--- src/verilog/game_pkg.sv ---
/* Types, screens, obstacle table and game constants of the dodging game
   Compiled before all RTL and testbench files, then imported where needed */
package game_pkg;

	// ==============================
	// Widths
	// ==============================
	// One matrix row, bit c lights column c
	typedef logic [7:0] row_t;
	// Row 0 is the top, row 7 the players' row
	typedef logic [2:0] row_addr_t;
	typedef logic [2:0] col_t;
	typedef logic [7:0] score_t;

	typedef struct packed {
		col_t p1_col;
		col_t p2_col;
	} player_pos_t;

	// Hit flags or alive flags
	typedef struct packed {
		logic p1;
		logic p2;
	} hit_t;

	typedef struct packed {
		logic clear;
		logic step;
	} field_ctrl_t;

	typedef enum logic [1:0] {
		st_idle   = 2'd0,
		st_play   = 2'd1,
		st_result = 2'd2
	} game_state_t;

	// ==============================
	// Game constants
	// ==============================
	localparam int        FIELD_ROWS   = 7;
	localparam row_addr_t PLAYER_ROW   = 3'd7;
	localparam col_t      P1_MIN_COL   = 3'd0;
	localparam col_t      P1_MAX_COL   = 3'd3;
	localparam col_t      P2_MIN_COL   = 3'd4;
	localparam col_t      P2_MAX_COL   = 3'd7;
	localparam col_t      P1_START_COL = 3'd1;
	localparam col_t      P2_START_COL = 3'd6;
	localparam score_t    WIN_SCORE    = 8'd24;
	localparam int        ROM_DEPTH    = 8;

	// Obstacle rows, used in a cycle
	// Every entry leaves a free column in each half
	localparam row_t OBSTACLE_ROM [ROM_DEPTH] = '{
		8'b1000_1001, 8'b0100_0010, 8'b0011_1001, 8'b1000_0100,
		8'b0110_0010, 8'b0001_1001, 8'b0100_0100, 8'b1010_1010
	};

	// ==============================
	// Screens, row 0 first
	// ==============================
	typedef row_t screen_t [0:7];

	localparam screen_t SCREEN_START = '{
		8'b00000000, 8'b01100110, 8'b01000100, 8'b01000100,
		8'b00100010, 8'b00100010, 8'b01100110, 8'b00000000
	};
	// Both players hit
	localparam screen_t SCREEN_OVER = '{
		8'b00000000, 8'b01100110, 8'b10001001, 8'b10001001,
		8'b10111001, 8'b10011001, 8'b01100110, 8'b00000000
	};
	// Player 1 alive, player 2 hit
	localparam screen_t SCREEN_P1 = '{
		8'b00001111, 8'b01101111, 8'b00001111, 8'b10011111,
		8'b01101111, 8'b00001111, 8'b00001111, 8'b00001111
	};
	// Player 2 alive, player 1 hit
	localparam screen_t SCREEN_P2 = '{
		8'b11110000, 8'b11110110, 8'b11110000, 8'b11111001,
		8'b11110110, 8'b11110000, 8'b11110000, 8'b11110000
	};
	localparam screen_t SCREEN_WIN = '{
		8'b00000000, 8'b00100100, 8'b00100100, 8'b00000000,
		8'b01000010, 8'b00100100, 8'b00111100, 8'b00000000
	};

endpackage
--- src/verilog/game_top.sv ---
/* Top level of the two-player dodging game
   Raw buttons in, frame rows out through the row-address and row-data port */
`timescale 1ns/1ps

module game_top #(
	parameter int step_cycles     = 5000000,
	parameter int debounce_cycles = 500000
) (
	input  logic                clock_50,
	input  logic                rst_n,
	input  logic                start_button,
	input  logic                left_button,
	input  logic                right_button,
	input  game_pkg::row_addr_t disp_addr,
	output game_pkg::row_t      disp_data,
	output game_pkg::score_t    score
);

	import game_pkg::*;

	logic        start_press;
	logic        left_press;
	logic        right_press;
	field_ctrl_t field_ctrl;
	logic        move_en;
	game_state_t state;
	hit_t        alive;
	hit_t        hit;
	player_pos_t pos;
	row_t        rows [FIELD_ROWS];

	// ==============================
	// Buttons
	// ==============================
	button_debounce #(.debounce_cycles(debounce_cycles)) u_start_db (
		.clock_50 (clock_50),
		.rst_n    (rst_n),
		.button_n (start_button),
		.press    (start_press)
	);

	button_debounce #(.debounce_cycles(debounce_cycles)) u_left_db (
		.clock_50 (clock_50),
		.rst_n    (rst_n),
		.button_n (left_button),
		.press    (left_press)
	);

	button_debounce #(.debounce_cycles(debounce_cycles)) u_right_db (
		.clock_50 (clock_50),
		.rst_n    (rst_n),
		.button_n (right_button),
		.press    (right_press)
	);

	// ==============================
	// Control
	// ==============================
	game_fsm #(.step_cycles(step_cycles)) u_game_fsm (
		.clock_50    (clock_50),
		.rst_n       (rst_n),
		.start_press (start_press),
		.left_press  (left_press),
		.right_press (right_press),
		.hit         (hit),
		.field_ctrl  (field_ctrl),
		.move_en     (move_en),
		.state       (state),
		.alive       (alive),
		.score       (score)
	);

	// ==============================
	// Datapath and display
	// ==============================
	player_position u_player_position (
		.clock_50    (clock_50),
		.rst_n       (rst_n),
		.clear       (field_ctrl.clear),
		.move_en     (move_en),
		.left_press  (left_press),
		.right_press (right_press),
		.pos         (pos)
	);

	obstacle_field u_obstacle_field (
		.clock_50   (clock_50),
		.rst_n      (rst_n),
		.field_ctrl (field_ctrl),
		.pos        (pos),
		.rows       (rows),
		.hit        (hit)
	);

	frame_composer u_frame_composer (
		.state     (state),
		.alive     (alive),
		.rows      (rows),
		.pos       (pos),
		.disp_addr (disp_addr),
		.disp_data (disp_data)
	);

endmodule

--- src/verilog/frame_composer.sv ---
/* Row readout of the displayed frame
   Combinational from the row address, picks a screen or the live field */
`timescale 1ns/1ps

module frame_composer (
	input  game_pkg::game_state_t state,
	input  game_pkg::hit_t        alive,
	input  game_pkg::row_t        rows [game_pkg::FIELD_ROWS],
	input  game_pkg::player_pos_t pos,
	input  game_pkg::row_addr_t   disp_addr,
	output game_pkg::row_t        disp_data
);

	import game_pkg::*;

	screen_t result_screen;
	row_t    player_row;

	// ==============================
	// Result screen select
	// ==============================
	always_comb begin
		unique case ({alive.p1, alive.p2})
			2'b11:   result_screen = SCREEN_WIN;
			2'b10:   result_screen = SCREEN_P1;
			2'b01:   result_screen = SCREEN_P2;
			default: result_screen = SCREEN_OVER;
		endcase
	end

	// Bottom row lights one column per player
	assign player_row = (row_t'(1) << pos.p1_col) | (row_t'(1) << pos.p2_col);

	// ==============================
	// Row mux
	// ==============================
	always_comb begin
		unique case (state)
			st_idle: begin
				disp_data = SCREEN_START[disp_addr];
			end
			st_result: begin
				disp_data = result_screen[disp_addr];
			end
			st_play: begin
				// Field above, players on the last row
				if (disp_addr == PLAYER_ROW) begin
					disp_data = player_row;
				end else begin
					disp_data = rows[disp_addr];
				end
			end
			default: begin
				disp_data = '0;
			end
		endcase
	end

endmodule

--- src/verilog/obstacle_field.sv ---
/* Falling obstacle rows above the players' row
   Shifts one row per step from the pattern table and flags hits on the bottom row */
`timescale 1ns/1ps

module obstacle_field (
	input  logic                  clock_50,
	input  logic                  rst_n,
	input  game_pkg::field_ctrl_t field_ctrl,
	input  game_pkg::player_pos_t pos,
	output game_pkg::row_t        rows [game_pkg::FIELD_ROWS],
	output game_pkg::hit_t        hit
);

	import game_pkg::*;

	// Next pattern table entry to enter at the top
	logic [$clog2(ROM_DEPTH) - 1:0] rom_idx;

	// ==============================
	// Field shift register
	// ==============================
	always_ff @(posedge clock_50 or negedge rst_n) begin
		if (!rst_n) begin
			rom_idx <= '0;
			for (int r = 0; r < FIELD_ROWS; r++) begin
				rows[r] <= '0;
			end
		end else if (field_ctrl.clear) begin
			// Empty field, table from the start
			rom_idx <= '0;
			for (int r = 0; r < FIELD_ROWS; r++) begin
				rows[r] <= '0;
			end
		end else if (field_ctrl.step) begin
			// Bottom row drops out after the hit test
			for (int r = FIELD_ROWS - 1; r > 0; r--) begin
				rows[r] <= rows[r - 1];
			end
			rows[0] <= OBSTACLE_ROM[rom_idx];
			// Index wraps with the table size
			rom_idx <= rom_idx + 1'b1;
		end
	end

	// ==============================
	// Hit detection
	// ==============================
	// Only meaningful in the step cycle
	// Old row 6 lands on the players' row
	assign hit.p1 = field_ctrl.step && rows[FIELD_ROWS - 1][pos.p1_col];
	assign hit.p2 = field_ctrl.step && rows[FIELD_ROWS - 1][pos.p2_col];

endmodule

--- src/verilog/player_position.sv ---
/* Column registers of both players
   Moved together by left and right presses, each clamped to its own half */
`timescale 1ns/1ps

module player_position (
	input  logic                  clock_50,
	input  logic                  rst_n,
	input  logic                  clear,
	input  logic                  move_en,
	input  logic                  left_press,
	input  logic                  right_press,
	output game_pkg::player_pos_t pos
);

	import game_pkg::*;

	logic move_left;
	logic move_right;

	// Both buttons in one cycle cancel
	assign move_left  = move_en && left_press && !right_press;
	assign move_right = move_en && right_press && !left_press;

	always_ff @(posedge clock_50 or negedge rst_n) begin
		if (!rst_n) begin
			pos.p1_col <= P1_START_COL;
			pos.p2_col <= P2_START_COL;
		end else if (clear) begin
			pos.p1_col <= P1_START_COL;
			pos.p2_col <= P2_START_COL;
		end else if (move_left) begin
			// Saturate at the left edge of each half
			if (pos.p1_col != P1_MIN_COL) begin
				pos.p1_col <= pos.p1_col - 3'd1;
			end
			if (pos.p2_col != P2_MIN_COL) begin
				pos.p2_col <= pos.p2_col - 3'd1;
			end
		end else if (move_right) begin
			// Saturate at the right edge of each half
			if (pos.p1_col != P1_MAX_COL) begin
				pos.p1_col <= pos.p1_col + 3'd1;
			end
			if (pos.p2_col != P2_MAX_COL) begin
				pos.p2_col <= pos.p2_col + 3'd1;
			end
		end
	end

endmodule

--- src/verilog/game_fsm.sv ---
/* Game control of the dodging game
   Holds the game state, the step timer and the score, and drives the datapath */
`timescale 1ns/1ps

module game_fsm #(
	parameter int step_cycles = 5000000
) (
	input  logic                  clock_50,
	input  logic                  rst_n,
	input  logic                  start_press,
	input  logic                  left_press,
	input  logic                  right_press,
	input  game_pkg::hit_t        hit,
	output game_pkg::field_ctrl_t field_ctrl,
	output logic                  move_en,
	output game_pkg::game_state_t state,
	output game_pkg::hit_t        alive,
	output game_pkg::score_t      score
);

	import game_pkg::*;

	// Cycles since the last step
	logic [$clog2(step_cycles) - 1:0] step_timer;
	logic   step_due;
	logic   any_press;
	logic   any_hit;
	score_t score_next;

	// ==============================
	// Datapath controls
	// ==============================
	assign step_due   = (state == st_play) && (step_timer == step_cycles - 1);
	assign any_press  = start_press | left_press | right_press;
	assign any_hit    = hit.p1 | hit.p2;
	assign score_next = score + 8'd1;

	// Clear in the same cycle as the start press
	assign field_ctrl.clear = (state == st_idle) && start_press;
	assign field_ctrl.step  = step_due;
	// Moves only count during play
	assign move_en          = (state == st_play);

	// ==============================
	// Step timer
	// ==============================
	always_ff @(posedge clock_50 or negedge rst_n) begin
		if (!rst_n) begin
			step_timer <= '0;
		end else if (state == st_play) begin
			if (step_due) begin
				step_timer <= '0;
			end else begin
				step_timer <= step_timer + 1'b1;
			end
		end else if (any_press) begin
			// Idle or result screen, any button restarts the phase
			step_timer <= '0;
		end
	end

	// ==============================
	// State, score and alive flags
	// ==============================
	always_ff @(posedge clock_50 or negedge rst_n) begin
		if (!rst_n) begin
			state <= st_idle;
			score <= '0;
			alive <= hit_t'(2'b11);
		end else begin
			unique case (state)
				st_idle: begin
					if (start_press) begin
						state <= st_play;
						score <= '0;
						alive <= hit_t'(2'b11);
					end
				end
				st_play: begin
					if (step_due) begin
						if (any_hit) begin
							// Score frozen, survivors shown next
							state <= st_result;
							alive <= hit_t'(~hit);
						end else begin
							score <= score_next;
							// Win on the step that reaches the target
							if (score_next == WIN_SCORE) begin
								state <= st_result;
								alive <= hit_t'(2'b11);
							end
						end
					end
				end
				st_result: begin
					// Score kept on the way back
					if (start_press) begin
						state <= st_idle;
					end
				end
				default: state <= st_idle;
			endcase
		end
	end

endmodule

--- src/verilog/button_debounce.sv ---
/* Debounce for one active-low push button
   Emits a single-cycle press pulse once the button has been held long enough */
`timescale 1ns/1ps

module button_debounce #(
	parameter int debounce_cycles = 500000
) (
	input  logic clock_50,
	input  logic rst_n,
	input  logic button_n,
	output logic press
);

	// Two-stage synchronizer
	logic [1:0] sync_ff;
	// Consecutive low cycles, saturates at the threshold
	logic [$clog2(debounce_cycles + 1) - 1:0] low_cnt;
	logic btn_low;

	assign btn_low = ~sync_ff[1];

	always_ff @(posedge clock_50 or negedge rst_n) begin
		if (!rst_n) begin
			sync_ff <= 2'b11;
			low_cnt <= '0;
			press   <= 1'b0;
		end else begin
			sync_ff <= {sync_ff[0], button_n};
			// Pulse only on the cycle the count first hits the threshold
			press   <= btn_low && (low_cnt == debounce_cycles - 1);
			if (!btn_low) begin
				// Release rearms the filter
				low_cnt <= '0;
			end else if (low_cnt != debounce_cycles) begin
				low_cnt <= low_cnt + 1'b1;
			end
		end
	end

endmodule

--- config.mk ---
export PLATFORM = sky130hd
export DESIGN_NAME = game_top
export DESIGN_NICKNAME = d
export VERILOG_FILES = /design/src/verilog/game_pkg.sv /design/src/verilog/game_top.sv /design/src/verilog/frame_composer.sv /design/src/verilog/obstacle_field.sv /design/src/verilog/player_position.sv /design/src/verilog/game_fsm.sv /design/src/verilog/button_debounce.sv
export SDC_FILE = /design/constraint.sdc
export NUM_CORES = 1
export LEC_CHECK = 0
export BUFFER_PORTS_ARGS = -buffer_cell sky130_fd_sc_hd__buf_4
export CAP_MARGIN = 20
export CORE_MARGIN = 8
export CORE_UTILIZATION = 50
export CTS_BUF_LIST = sky130_fd_sc_hd__clkbuf_4 sky130_fd_sc_hd__clkbuf_8
export DETAILED_ROUTE_END_ITERATION = 10
export GPL_ROUTABILITY_DRIVEN = 0
export HOLD_SLACK_MARGIN = 0.05
export PLACE_DENSITY = 0.66
export SLEW_MARGIN = 20
export SYNTH_ARGS = -nofsm -noshare
export SYNTH_HDL_FRONTEND = slang
export SYNTH_SLANG_ARGS = --single-unit
export TNS_END_PERCENT = 50
--- constraint.sdc ---
create_clock -name clock_50 -period 3.1 [get_ports clock_50]
set_input_delay 0.31 -clock clock_50 [delete_from_list [all_inputs] [get_ports clock_50]]
set_output_delay 0.31 -clock clock_50 [all_outputs]
set_load 0.02 [all_outputs]
Word level (Yosys, flattened, before mapping)

Memories as Yosys holds them, arrays and structs flattened.
Cells that the tools add are included.

Flip-flop bits (word level): 166
Bits in read-only memories: 128
Input bits: 8
Output and inout bits: 16
Memories: 2

Add/subtract/negate cells: 10
Magnitude comparators: 4
Eq/ne operators: 24
Shifts and indexed selects: 2
Multiplexer cells: 52
Bitwise logic cells: 10
Reduce and logical (&&, ||, !) cells: 29

Memory list:

| name             | words | bits a word | read ports | clocked after memory_dff | write ports | line                 | source |
|---|---|---|---|---|---|---|---|
| (name not given) | 8     | 8           | 1          | 0                        | 0           | frame_composer.sv:40 | `disp_data = SCREEN_START[disp_addr];` |
| (name not given) | 8     | 8           | 1          | 0                        | 0           | obstacle_field.sv:39 | `rows[0] <= OBSTACLE_ROM[rom_idx];` |

Operators with widths:

| kind                    | count |
|---|---|
| $pmux W64 S3            | 1 |
| $mux W19                | 6 |
| $mux W56                | 2 |
| $mux W8                 | 12 |
| $mux W23                | 3 |
| $add A19 B1 Y19 const B | 3 |
| $eq A19 B19 Y1 const B  | 3 |
| $ne A19 B19 Y1 const B  | 3 |
| $bmux W8 S3             | 2 |
| $pmux W8 S3             | 1 |
| $add A23 B1 Y23 const B | 1 |
| $eq A23 B23 Y1 const B  | 1 |
| $mux W2                 | 9 |
| $mux W3                 | 6 |
| $mux W6                 | 3 |
| $pmux W8 S2             | 1 |
| $shl A1 B3 Y8 const A   | 2 |
| $reduce_and A4 Y1       | 3 |
| $reduce_bool A2 Y1      | 6 |
| $reduce_bool A3 Y1      | 4 |
| $logic_and A1 B1 Y1     | 11 |
| $add A3 B1 Y3 const B   | 3 |
| $ne A3 B2 Y1 const B    | 3 |
| $ne A3 B3 Y1 const B    | 3 |
| other kinds (21)        | 39 |

Depth between registers and ports, before layout

Gate-level depths: netlist of run 1.

Word-level depth: 7
Mapped depth: 8
Mapped depth without buffers: 8

Modules after synthesis

From an unflattened synthesis of run 1, not the netlist that was laid out.

Cell total of the unflattened synthesis: 1036
Area total of the unflattened synthesis: 9940.8 sq um

Modules (own cells, without submodules):

| module                           | times used | cells each | area each (sq um) | sequential area each (sq um) |
|---|---|---|---|---|
| obstacle_field                   | 1          | 222        | 2651.3            | 1476.4 |
| button_debounce at u_left_db ... | 2          | 119        | 1127.3            | 553.0 |
| game_fsm                         | 1          | 233        | 2125.8            | 878.3 |
| frame_composer                   | 1          | 166        | 1244.9            | 0.0 |
| button_debounce at u_start_db    | 1          | 117        | 1129.8            | 553.0 |
| player_position                  | 1          | 60         | 534.3             | 153.9 |

Worst setup path after synthesis of run 1

OpenSTA, ideal clock, no wires.

Path type: flip-flop to flip-flop
Start: register u_game_fsm.step_timer[17]
End: register u_game_fsm.score[4]
Setup time: 0.144 ns
Data arrival time: 2.662 ns
Required time: 2.956 ns
Setup slack: 0.294 ns
Stages on the path, launching flop included: 8
Buffers on the path: 1
Clock period less this slack: 2.806 ns
Cells stage by stage: dfrtp_1 or4b_1 or4_4 or4_4 nor4b_4 or2_1 buf_6 a31oi_1

Cells in the longest elaborated chain, start to end: 6
Elaborated cells between the ends (all ways): 8
Classes of those cells: 3 x eq/ne; 1 x bitwise; 4 x reduce/logical

RTL lines:

| element                                       | line                                       | source |
|---|---|---|
| start, declared                               | game_fsm.sv:24                             | `logic [$clog2(step_cycles) - 1:0] step_timer;` |
| start signal, assigned                        | game_fsm.sv:54                             | `step_timer <= step_timer + 1'b1;` |
| $eq A23 B23 Y1 *                              | game_fsm.sv:33                             | `assign step_due = (state == st_play) && (step_timer == step_cycles - 1);` |
| $logic_and A1 B1 Y1 *                         | game_fsm.sv:33                             |  |
| $logic_and A1 B1 Y1, on equally long branches | obstacle_field.sv:50, obstacle_field.sv:51 |  |
| $or A1 B1 Y1                                  | game_fsm.sv:35                             | `assign any_hit = hit.p1 \| hit.p2;` |
| $ne A2 B2 Y1 (no source line)                 | -                                          |  |
| $reduce_and A4 Y1 (no source line) *          | -                                          |  |
| end signal, assigned                          | game_fsm.sv:86                             | `score <= score_next;` |
| end, declared                                 | game_fsm.sv:18                             | `output game_pkg::score_t score` |

Every way passes the cells marked *; elsewhere a longest branch is shown, timed or not.
A chain may end at the register's enable or synchronous reset.

Final worst setup path of run 1

Start: register, netlist name u_player_position.pos[1]
End: output disp_data[1]

Cells in the longest elaborated chain, start to end: 4

RTL lines:

| element       | line                 | source |
|---|---|---|
| $shl A1 B3 Y8 | frame_composer.sv:32 | `assign player_row = (row_t'(1) << pos.p1_col) \| (row_t'(1) << pos.p2_col);` |
| $or A8 B8 Y8  | frame_composer.sv:32 |  |
| $mux W8       | frame_composer.sv:47 | `if (disp_addr == PLAYER_ROW) begin` |
| $pmux W8 S3   | frame_composer.sv:38 | `unique case (state)` |
| end, declared | game_top.sv:15       | `output game_pkg::row_t disp_data,` |

Every way passes these cells.

==> impl_metrics.yaml, run 1 <==
logic_synthesis:
  dominantRegCellSynth: "sky130_fd_sc_hd__dfrtp_1"
  synthDominantAreaCellType: "sky130_fd_sc_hd__dfrtp_1"
  most_frequent_cell_after_synthesis: "sky130_fd_sc_hd__nand2_1"
  syn_nets: 1014
  synth_seq_area_share_pct: 46.3
  ys_seq_elements: 166
  synth_commonest_cells: "sky130_fd_sc_hd__nand2_1 (159), sky130_fd_sc_hd__dfrtp_1 (155), sky130_fd_sc_hd__nand3_1 (99), sky130_fd_sc_hd__nor2_1 (85), sky130_fd_sc_hd__o21ai_0 (68)"
  post-synth-top-area-fraction_pct: 43.1
  synthDistinctLibCells: 63
  synth-edff-count: 0
  syn-instance-count: 987
  syn-cell-area_um2: 9010
  postSynthAreaPerCell_um2: 9.12
  ys_top_cells_by_area: "sky130_fd_sc_hd__dfrtp_1 (43%), sky130_fd_sc_hd__nand2_1 (6.6%), sky130_fd_sc_hd__nand3_1 (5.5%), sky130_fd_sc_hd__mux4_2 (4.5%), sky130_fd_sc_hd__o21ai_0 (3.8%)"
  async_reset_ff_share_pct: 100
  synth.yosys.warnings: 0
die:
  row_count: 49
  dieArea_um2: 22600
  design.core.area_um2: 17800
  initial_core_util_pct: 50.5
  floorplan.io_pins: 24
  fp.dieH_um: 150
  chipWidth_um: 150
routing:
  drt_iter0_drc: 489
  aggregate_routed_wire_length_mm: 18.9
  route.detailed.vias_per_inst: 5.78
  drc: 0
  post_detailed_route_wirelength_per_cell_um: 15.5
  antenna_violating_nets_post_route: 0
  first_pass_iters: 5
  via_count: 7081
timing:
  slew_of_the_pin_with_the_lowest_slew_margin_ns: 0.811
  clock_period_minus_final_worst_setup_slack_ns: 2.96
  slew-limit-headroom_pct: 45.9
  max_clock_freq_mhz: 338
  timing.final.max_slew_violations: 0
  final.setup_skew_ns: 0.0188
  hold_violations: 0
  endpoints_failing_setup: 0
  fin_crit_sh_pct: 95.6
  finalSetupTns_ns: 0
  rsz0062_at_grt: "no"
setup_path:
  cp.arrival_ns: 2.65
  critical_path_class: "reg -> out"
  start_kind: "register"
  worst-endpoint-required_ns: 2.79
  worstSetupEndpointType: "primary output"
  crit_fanout: 8
clock_tree:
  clk_sinks: 166
  cts_post_setup_buffers_inserted: 0
  count_of_h_tree_levels_built_during_cts: 4
  cts_inserted_buffers: 17
  clock_edge_transition_at_the_registers_on_the_reported_setup_and_hold_paths_ns: 0.09
  cts_tree: "yes"
  cts_buffer_depth: 2
  cts_root_buffer: "sky130_fd_sc_hd__clkbuf_8"
  clock_insertion_delay_worst_skew_ns: 0.46
cells_and_area:
  register_area_um2: 4170
  multiInputGateArea_um2: 4540
  drive_above_1_share_pct: 10.9
  final_nets: 1010
  layout-area-overhead-vs-synth_pct: 9.18
  diodes: 0
  stdcell_area_um2: 9830
  num-fill-cells: 1577
place:
  place_area_um2: 9360
  dp_wirelength_mm: 12.3
  numPortBuffers: 23
power_and_ir_drop:
  power_leakage_uw: 0.00429
  power.ir.vdd_worst_mv: 0.268
  power.density_cell_area_nw_per_um2: 412
grt:
  antenna_violations_before_repair: 0
  wire_length_of_the_first_global_routing_pass_mm: 33.3
  first_global_vias: 6721
  grt_start_max_net_pins: 78
  grt.overflow.total: 0
  global_route.usage.total_pct: 18.0
hold_path:
  hold_path_class: "reg -> reg"
job:
  drv.max_cap_violation_count: 0
status:
  status: "completed"
==> final cells by class <==
| cell class | instances | share of cell area, % |
|---|---|---|
| multi-input combinational | 737 | 46.2 |
| sequential | 166 | 42.4 |
| timing repair buffer | 39 | 3.37 |
| tap | 229 | 2.91 |
| clock buffer | 17 | 2.38 |
| clock inverter | 15 | 1.96 |
| inverter | 22 | 0.840 |
==> cell families after synthesis <==
kind of cell,count (synthesis),share of synthesized area (%)
xor+xnor,50,4.86
simple gates,456,24.3
fa+ha+maj,19,2.81
buf+inv,84,3.60
flops,166,46.3
compound gates,179,11.9
mux,33,6.20
==> critical path, stage by stage (launching register included) <==
cell and delay (ns):
sky130_fd_sc_hd__dfstp_2 0.64, sky130_fd_sc_hd__inv_1 0.17, sky130_fd_sc_hd__a32o_1 0.29, sky130_fd_sc_hd__mux4_2 0.45
sky130_fd_sc_hd__mux2i_1 0.28, sky130_fd_sc_hd__o221ai_1 0.17, sky130_fd_sc_hd__buf_4 0.19
==> state kept, by name (all words and copies together) (netlist names), 3 cells and up <==
register and flops:
u_obstacle_field.rom_idx 3, u_start_db.low_cnt 19, u_game_fsm.score 8, u_left_db.low_cnt 19
u_obstacle_field.rows 56, u_game_fsm.step_timer 23, u_player_position.pos 6, u_right_db.low_cnt 19
==> metal layers <==
metal	GRT usage [%]	part of all wire, %
met5	0	0
met4	6.75	1.9
met3	3.10	3.5
met2	27.1	45
met1	25.6	49
==> layout by cell type, fill, tap and decap left out, types with 8 or more instances in the layout <==
| master | instances |
|---|---|
| sky130_fd_sc_hd__nand2_1 | 158 |
| sky130_fd_sc_hd__dfrtp_1 | 155 |
| sky130_fd_sc_hd__nand3_1 | 99 |
| sky130_fd_sc_hd__nor2_1 | 85 |
| sky130_fd_sc_hd__o21ai_0 | 68 |
| sky130_fd_sc_hd__a21oi_1 | 46 |
| sky130_fd_sc_hd__xor2_1 | 35 |
| sky130_fd_sc_hd__buf_4 | 32 |
| sky130_fd_sc_hd__inv_1 | 22 |
| sky130_fd_sc_hd__nand4_1 | 22 |
| sky130_fd_sc_hd__mux4_2 | 18 |
| sky130_fd_sc_hd__clkbuf_8 | 17 |
| sky130_fd_sc_hd__and3_1 | 16 |
| sky130_fd_sc_hd__ha_1 | 16 |
| sky130_fd_sc_hd__xnor2_1 | 15 |
| sky130_fd_sc_hd__mux2i_1 | 13 |
| sky130_fd_sc_hd__nor3_1 | 12 |
| sky130_fd_sc_hd__or3_1 | 12 |
| sky130_fd_sc_hd__a31oi_1 | 11 |
| sky130_fd_sc_hd__dfstp_2 | 11 |
| sky130_fd_sc_hd__nor2b_1 | 8 |
==> stage by stage <==
stage                     std cells  hold slack, ns  worst slack [ns]  util (%)  total power, uW
after detailed placement       1189           0.337             0.285      52.5             2400
after CTS                      1225           0.360             0.112      55.1             4110
after floorplan                 987          0.0144             0.294         -             2320
after global placement         1189           0.333             0.319      52.5             2400
final                          1225           0.359             0.138      55.1             4050
after global routing           1225           0.362            0.0114      55.1             4210
==> where the power goes <==
part	internal (uW)	switching (uW)	total (uW)
sequential	2180	24.3	2200
combinational	52.3	101	154
clock	818	871	1690
==> final timing paths <==
path                                           start                      to  slack [ns]  depth (start not counted)
setup / recovery            u_player_position.pos[1]            disp_data[1]        0.14                          6
hold / removal                  u_left_db.sync_ff[0]    u_left_db.sync_ff[1]        0.36                          0
setup reg to reg           u_game_fsm.step_timer[17]     u_game_fsm.score[5]        0.28                          7
hold reg to reg                 u_left_db.sync_ff[0]    u_left_db.sync_ff[1]        0.36                          0
max in group asynchronous                      rst_n    u_left_db.sync_ff[0]        1.88                          3
min in group asynchronous                      rst_n  u_right_db.low_cnt[10]        0.37                          2
==> timing repair <==
action,CTS,global route
hold buffers,4,0
hold endpoints to repair,60,0
setup endpoints to repair,0,3
resized for setup,0,1
Note: power is estimated with default switching activity, not from simulation.
==> run 2, diff against run 1 <==
--- a/config.mk
+++ b/config.mk
@@ -13,7 +13,7 @@
 export DETAILED_ROUTE_END_ITERATION = 10
 export GPL_ROUTABILITY_DRIVEN = 0
 export HOLD_SLACK_MARGIN = 0.05
-export PLACE_DENSITY = 0.66
+export PLACE_DENSITY = 0.69
 export SLEW_MARGIN = 20
 export SYNTH_ARGS = -nofsm -noshare
 export SYNTH_HDL_FRONTEND = slang
==> constraint.sdc (replaced) <==
create_clock -name clock_50 -period 2.4 [get_ports clock_50]
set_input_delay 0.24 -clock clock_50 [delete_from_list [all_inputs] [get_ports clock_50]]
set_output_delay 0.24 -clock clock_50 [all_outputs]
set_load 0.02 [all_outputs]
==> run 2 against run 1 <==
Effect of this change: the run now ends with setup timing left; sequential cell count stayed put; cell area is 11% higher; non-clock buffer count is 70 higher; first-iteration DRC count is 0.82% higher; setup slack worse by 0.38 ns; worst hold slack worse by 0.11 ns; combinational power is 42% higher; clock skew is 0.0060 ns lower; die area stayed put; clock power is 27% higher; sequential power is 30% higher; register-to-register slack worse by 0.53 ns; highest routed layer unchanged.
==> impl_metrics.yaml, run 2 (same netlist as run 1, synthesis figures left out) <==
status:
  status: "finished with violations"
  failed_checks: "setup timing"
die:
  design.core.area_um2: 17800
  initial_core_util_pct: 50.5
  chipWidth_um: 150
  row_count: 49
  dieArea_um2: 22600
  floorplan.io_pins: 24
  fp.dieH_um: 150
clock_tree:
  clk_sinks: 166
  cts_tree: "yes"
  count_of_h_tree_levels_built_during_cts: 4
  cts_inserted_buffers: 17
  clock_insertion_delay_worst_skew_ns: 0.47
  clock_edge_transition_at_the_registers_on_the_reported_setup_and_hold_paths_ns: 0.09
  cts_root_buffer: "sky130_fd_sc_hd__clkbuf_8"
  cts_buffer_depth: 2
timing:
  clock_period_minus_final_worst_setup_slack_ns: 2.65
  max_clock_freq_mhz: 378
  fin_crit_sh_pct: 110
  rsz0062_at_grt: "yes"
  post-route-worst-setup-slack_ns: -0.246
  finalSetupTns_ns: -4.43
  slew-limit-headroom_pct: 55.1
  timing.final.max_slew_violations: 0
  endpoints_failing_setup: 33
  hold_violations: 0
  final.setup_skew_ns: 0.0129
  slew_of_the_pin_with_the_lowest_slew_margin_ns: 0.673
place:
  dp_wirelength_mm: 13.3
  numPortBuffers: 23
cells_and_area:
  largest_register_ffs: 56
  register_with_the_most_flip_flops: "u_obstacle_field.rows"
  layout-area-overhead-vs-synth_pct: 21.5
  reg.largest.list: "u_obstacle_field.rows: 56 flops, u_game_fsm.step_timer: 23 flops"
  final_nets: 1080
  diodes: 0
  layout.cells.most_common: "sky130_fd_sc_hd__nand2_1"
  final_cell_mix: "sky130_fd_sc_hd__nand2_1 (154), sky130_fd_sc_hd__dfrtp_1 (152), sky130_fd_sc_hd__nand3_1 (83)"
  num-fill-cells: 1450
  multiInputGateArea_um2: 4970
  drive_above_1_share_pct: 23.6
  utilization_of_the_core_after_routing_pct: 61.4
  register_area_um2: 4170
setup_path:
  start_kind: "register"
  crit_fanout: 4
  cp.arrival_ns: 3.04
  regToRegSetupSlack_ns: -0.25
  worst-endpoint-required_ns: 2.79
  critical_path_class: "reg -> reg"
  worstSetupEndpointType: "register"
  register_to_register_path_depth: 8
routing:
  aggregate_routed_wire_length_mm: 20.6
  first_pass_iters: 5
  drt_iter0_drc: 493
  route.detailed.vias_per_inst: 5.74
  post_detailed_route_wirelength_per_cell_um: 15.9
  via_count: 7437
  drc: 0
  antenna_violating_nets_post_route: 0
hold_path:
  hold_path_class: "in -> async"
grt:
  wire_length_of_the_first_global_routing_pass_mm: 34.2
  grt_start_max_net_pins: 58
  antenna_violations_before_repair: 0
  global_route.usage.total_pct: 18.3
  first_global_vias: 6999
  grt.overflow.total: 0
power_and_ir_drop:
  power.ir.vdd_worst_mv: 0.365
  power_leakage_uw: 0.00472
  power.density_cell_area_nw_per_um2: 476
job:
  drv.max_cap_violation_count: 0
==> run 2: cell types whose count changed in the layout (fill, tap and decap cells not counted), moves of 16 or more <==
cell / previous run / this run
sky130_fd_sc_hd__nand3_1: 99 / 83
sky130_fd_sc_hd__buf_4: 32 / 78
sky130_fd_sc_hd__o21ai_1: 1 / 43
sky130_fd_sc_hd__o21ai_0: 68 / 24
sky130_fd_sc_hd__buf_6: 1 / 19
sky130_fd_sc_hd__nand3_2: 0 / 16
==> run 2: worst paths after layout <==
check	from	endpoint
min in group clock_50	u_start_db.sync_ff[0]	u_start_db.sync_ff[1]
min	rst_n	u_game_fsm.step_timer[7]
max	u_game_fsm.step_timer[17]	u_game_fsm.score[3]
max reg2reg	u_game_fsm.step_timer[17]	u_game_fsm.score[3]
max in group asynchronous	rst_n	u_left_db.sync_ff[0]
min reg2reg	u_start_db.sync_ff[0]	u_start_db.sync_ff[1]
==> run 2: repair_timing <==
item	4_1_cts	5_1_grt
setup endpoints to repair	94	64
gates resized for setup	30	110
buffers inserted	4	17
gates cloned	0	5
hold buffers	4	0
hold endpoints to repair	40	0
pin swaps	10	40
==> run 2: worst max-delay path, cell delays in order, from the launching register on <==
cell and delay (ns):
sky130_fd_sc_hd__dfrtp_1 0.38, sky130_fd_sc_hd__or4b_1 0.51, sky130_fd_sc_hd__or4_4 0.46, sky130_fd_sc_hd__or4_4 0.45
sky130_fd_sc_hd__nor4b_4 0.31, sky130_fd_sc_hd__buf_4 0.18, sky130_fd_sc_hd__buf_6 0.11, sky130_fd_sc_hd__a21oi_2 0.05
sky130_fd_sc_hd__a21oi_1 0.12
==> run 2: power by group <==
group	switching [uW]	leakage (uW)	internal, uW	total, uW
Combinational	141	0.00224	76.6	218
Sequential	31.4	0.00227	2820	2850
Clock	1050	0.000211	1100	2140
Total	1220	0.00472	3990	5210
==> run 2: cell type report <==
| class | instances | share of cell area (%) |
|---|---|---|
| Clock buffer | 23 | 2.89 |
| Clock inverter | 9 | 1.04 |
| Timing Repair Buffer | 109 | 9.18 |
| Sequential cell | 166 | 38.1 |
| Multi-Input combinational cell | 737 | 45.4 |
| Inverter | 22 | 0.789 |
| Tap cell | 229 | 2.62 |
==> run 2: through the flow <==
step	hold WS (ns)	cells	instance area [um2]	setup WS [ns]	power, uW
2_1_floorplan	-0.0556	987	9160	-0.249	3000
3_3_place_gp	0.183	1234	9790	-0.255	3100
3_5_place_dp	0.190	1234	9790	-0.290	3110
4_1_cts	0.236	1274	10400	-0.255	5270
5_1_grt	0.258	1295	10900	-0.326	5410
6_report	0.252	1295	10900	-0.246	5210
==> run 2: layer usage <==
layer	wire length [um]	up-vias	GRT usage, %
met2	9740	161	28.4
met5	0	-	0
met3	888	25	3.70
met1	9730	3607	25.5
li1	-	3644	-
met4	269	0	5.70
==> run 3, diff against run 2 <==
--- a/config.mk
+++ b/config.mk
@@ -7,9 +7,8 @@
 export LEC_CHECK = 0
 export BUFFER_PORTS_ARGS = -buffer_cell sky130_fd_sc_hd__buf_4
 export CAP_MARGIN = 20
-export CORE_MARGIN = 8
+export CORE_MARGIN = 3
 export CORE_UTILIZATION = 50
-export CTS_BUF_LIST = sky130_fd_sc_hd__clkbuf_4 sky130_fd_sc_hd__clkbuf_8
 export DETAILED_ROUTE_END_ITERATION = 10
 export GPL_ROUTABILITY_DRIVEN = 0
 export HOLD_SLACK_MARGIN = 0.05
==> run 3 against run 2 <==
Effect of this change: final cell count rose by 1.1%; sequential cell count did not move; largest power group is now clock; die area fell by 13%; the run still ends with setup timing left; non-clock buffer count rose by 17; combinational power barely moved; cell area rose by 4.8%; utilization rose by 4.3 points; critical endpoint is now u_obstacle_field.rows[30]; total power rose by 16%; clock skew fell by 0.0033 ns.
==> impl_metrics.yaml, run 3 (same netlist as run 1, synthesis figures left out) <==
setup_path:
  worstSetupEndpointType: "register"
  register_to_register_path_depth: 8
  worst-endpoint-required_ns: 2.71
  worst_path_largest_cell_delay_ns: 0.56
  cp.arrival_ns: 3.00
  cpMostUsedCell: "sky130_fd_sc_hd__or4_4"
  crit_family: "simple AND/OR/NAND/NOR gates"
  crit_fanout: 6
  worst-path-buf-inv: 3
  start_kind: "register"
  timing.rr.start: "u_game_fsm.step_timer[17]"
  timing.critical_path.slowest_stage_cell: "sky130_fd_sc_hd__or4_4"
  regToRegSetupSlack_ns: -0.28
  cp_cell_sequence: "or4b_1, or4_4, buf_4, or4_4, buf_12, buf_16, nand3_1, nand2_2"
  r2r_end: "u_obstacle_field.rows[30]"
  critical_path_class: "reg -> reg"
power_and_ir_drop:
  power_leakage_uw: 0.00506
  power.ir.vdd_worst_mv: 0.500
  power.density_cell_area_nw_per_um2: 526
  design_power_total_uw: 6030
die:
  dieArea_um2: 19700
  design.core.area_um2: 17500
  chipWidth_um: 140
  initial_core_util_pct: 51.5
  fp.dieH_um: 140
  floorplan.io_pins: 24
  row_count: 48
cells_and_area:
  reg.largest.list: "u_obstacle_field.rows: 56 flops, u_game_fsm.step_timer: 23 flops"
  final_nets: 1099
  largest_register_ffs: 56
  register_with_the_most_flip_flops: "u_obstacle_field.rows"
  diodes: 0
  layout.cells.most_common: "sky130_fd_sc_hd__nand2_1"
  drive_above_1_share_pct: 23.4
  layout-area-overhead-vs-synth_pct: 27.4
  stdcell_count: 1309
  num-fill-cells: 1298
  final_cell_mix: "sky130_fd_sc_hd__nand2_1 (154), sky130_fd_sc_hd__dfrtp_1 (152), sky130_fd_sc_hd__nand3_1 (83)"
timing:
  max_clock_freq_mhz: 373
  hold_violations: 0
  fin_crit_sh_pct: 112
  timing.final.max_slew_violations: 0
  post-route-worst-setup-slack_ns: -0.284
  slew-limit-headroom_pct: 52.5
  clock_period_minus_final_worst_setup_slack_ns: 2.68
  final.hold.worst_slack_ns: 0.352
  final.setup_skew_ns: 0.00952
  rsz0062_at_grt: "yes"
  slew_of_the_pin_with_the_lowest_slew_margin_ns: 0.713
  endpoints_failing_setup: 97
routing:
  drc: 0
  drt_iter0_drc: 632
  post_detailed_route_wirelength_per_cell_um: 18.2
  antenna_violating_nets_post_route: 0
  first_pass_iters: 5
  via_count: 7893
  aggregate_routed_wire_length_mm: 23.9
  route.detailed.vias_per_inst: 6.03
clock_tree:
  cts_buffer_depth: 2
  cts_root_buffer: "sky130_fd_sc_hd__clkbuf_16"
  cts_tree: "yes"
  cts_inserted_buffers: 17
  clk_sinks: 166
  count_of_h_tree_levels_built_during_cts: 4
  clock_insertion_delay_worst_skew_ns: 0.44
  clock_edge_transition_at_the_registers_on_the_reported_setup_and_hold_paths_ns: 0.07
hold_path:
  timing.hold.worst_path_depth: 0
  hold_start: "u_start_db.sync_ff[0]"
  hold_path_end: "u_start_db.sync_ff[1]"
  hold_path_class: "reg -> reg"
grt:
  wire_length_of_the_first_global_routing_pass_mm: 37.4
  grt_start_max_net_pins: 63
  grt.overflow.total: 0
  antenna_violations_before_repair: 0
  first_global_vias: 7392
  global_route.usage.total_pct: 23.2
job:
  drv.max_cap_violation_count: 0
place:
  placed_cells: 1223
  numPortBuffers: 23
  dp_wirelength_mm: 13.0
status:
  status: "finished with violations"
  failed_checks: "setup timing"
-- run 3: worst max path at each step --
stage                              start                           to  slack [ns]  cells past startpoint
6_report       u_game_fsm.step_timer[17]    u_obstacle_field.rows[30]       -0.28                      8
5_1_grt        u_game_fsm.step_timer[17]          u_game_fsm.score[4]       -0.40                      7
4_1_cts        u_game_fsm.step_timer[17]          u_game_fsm.score[4]       -0.22                      7
3_5_place_dp   u_game_fsm.step_timer[15]  u_obstacle_field.rom_idx[2]       -0.29                      7
3_3_place_gp   u_game_fsm.step_timer[15]  u_obstacle_field.rom_idx[2]       -0.27                      7
2_1_floorplan  u_game_fsm.step_timer[17]          u_game_fsm.score[4]       -0.25                      7
-- run 3: where the power goes --
part           leakage [uW]  switching [uW]  total, uW  internal (uW)
clock network      0.000303            1170       2960           1800
registers           0.00227            31.7       2850           2820
logic               0.00248             143        219           76.5
-- run 3: area by class of cell --
class	instances	area, um2	area share, %
repair buffers	126	1410	12.3
flip-flops and latches	166	4170	36.4
well taps	225	282	2.45
inverters	22	90.1	0.785
multi-input cells	739	4890	42.6
clock inverters	11	171	1.49
clock buffers	20	457	3.98
-- run 3: metal layers --
| layer | vias to the layer above | global-route usage (%) | routed length, um |
|---|---|---|---|
| li1 | 3692 | - | - |
| met1 | 3848 | 31.8 | 10500 |
| met2 | 286 | 36.2 | 11100 |
| met3 | 67 | 6.28 | 1520 |
| met4 | 0 | 7.39 | 688 |
| met5 | - | 0 | 0 |
-- run 3: what timing repair did --
action	in CTS	in global routing
endpoints found under the setup margin	93	102
hold buffers	4	0
resized for setup	82	44
pin swaps	13	13
setup buffers	18	14
endpoints found under the hold margin	56	0
gates cloned	13	6
-- run 3: stage by stage --
step	cell area, um2	TNS, ns	utilization, %	setup WS [ns]
finish	11500	-13.79	65.7	-0.284
floorplan	9160	-4.97	-	-0.249
global route	11500	-20.93	65.7	-0.403
global placement	9730	-12.06	55.7	-0.274
detailed placement	9730	-15.15	55.7	-0.293
CTS	11100	-12.84	63.6	-0.222
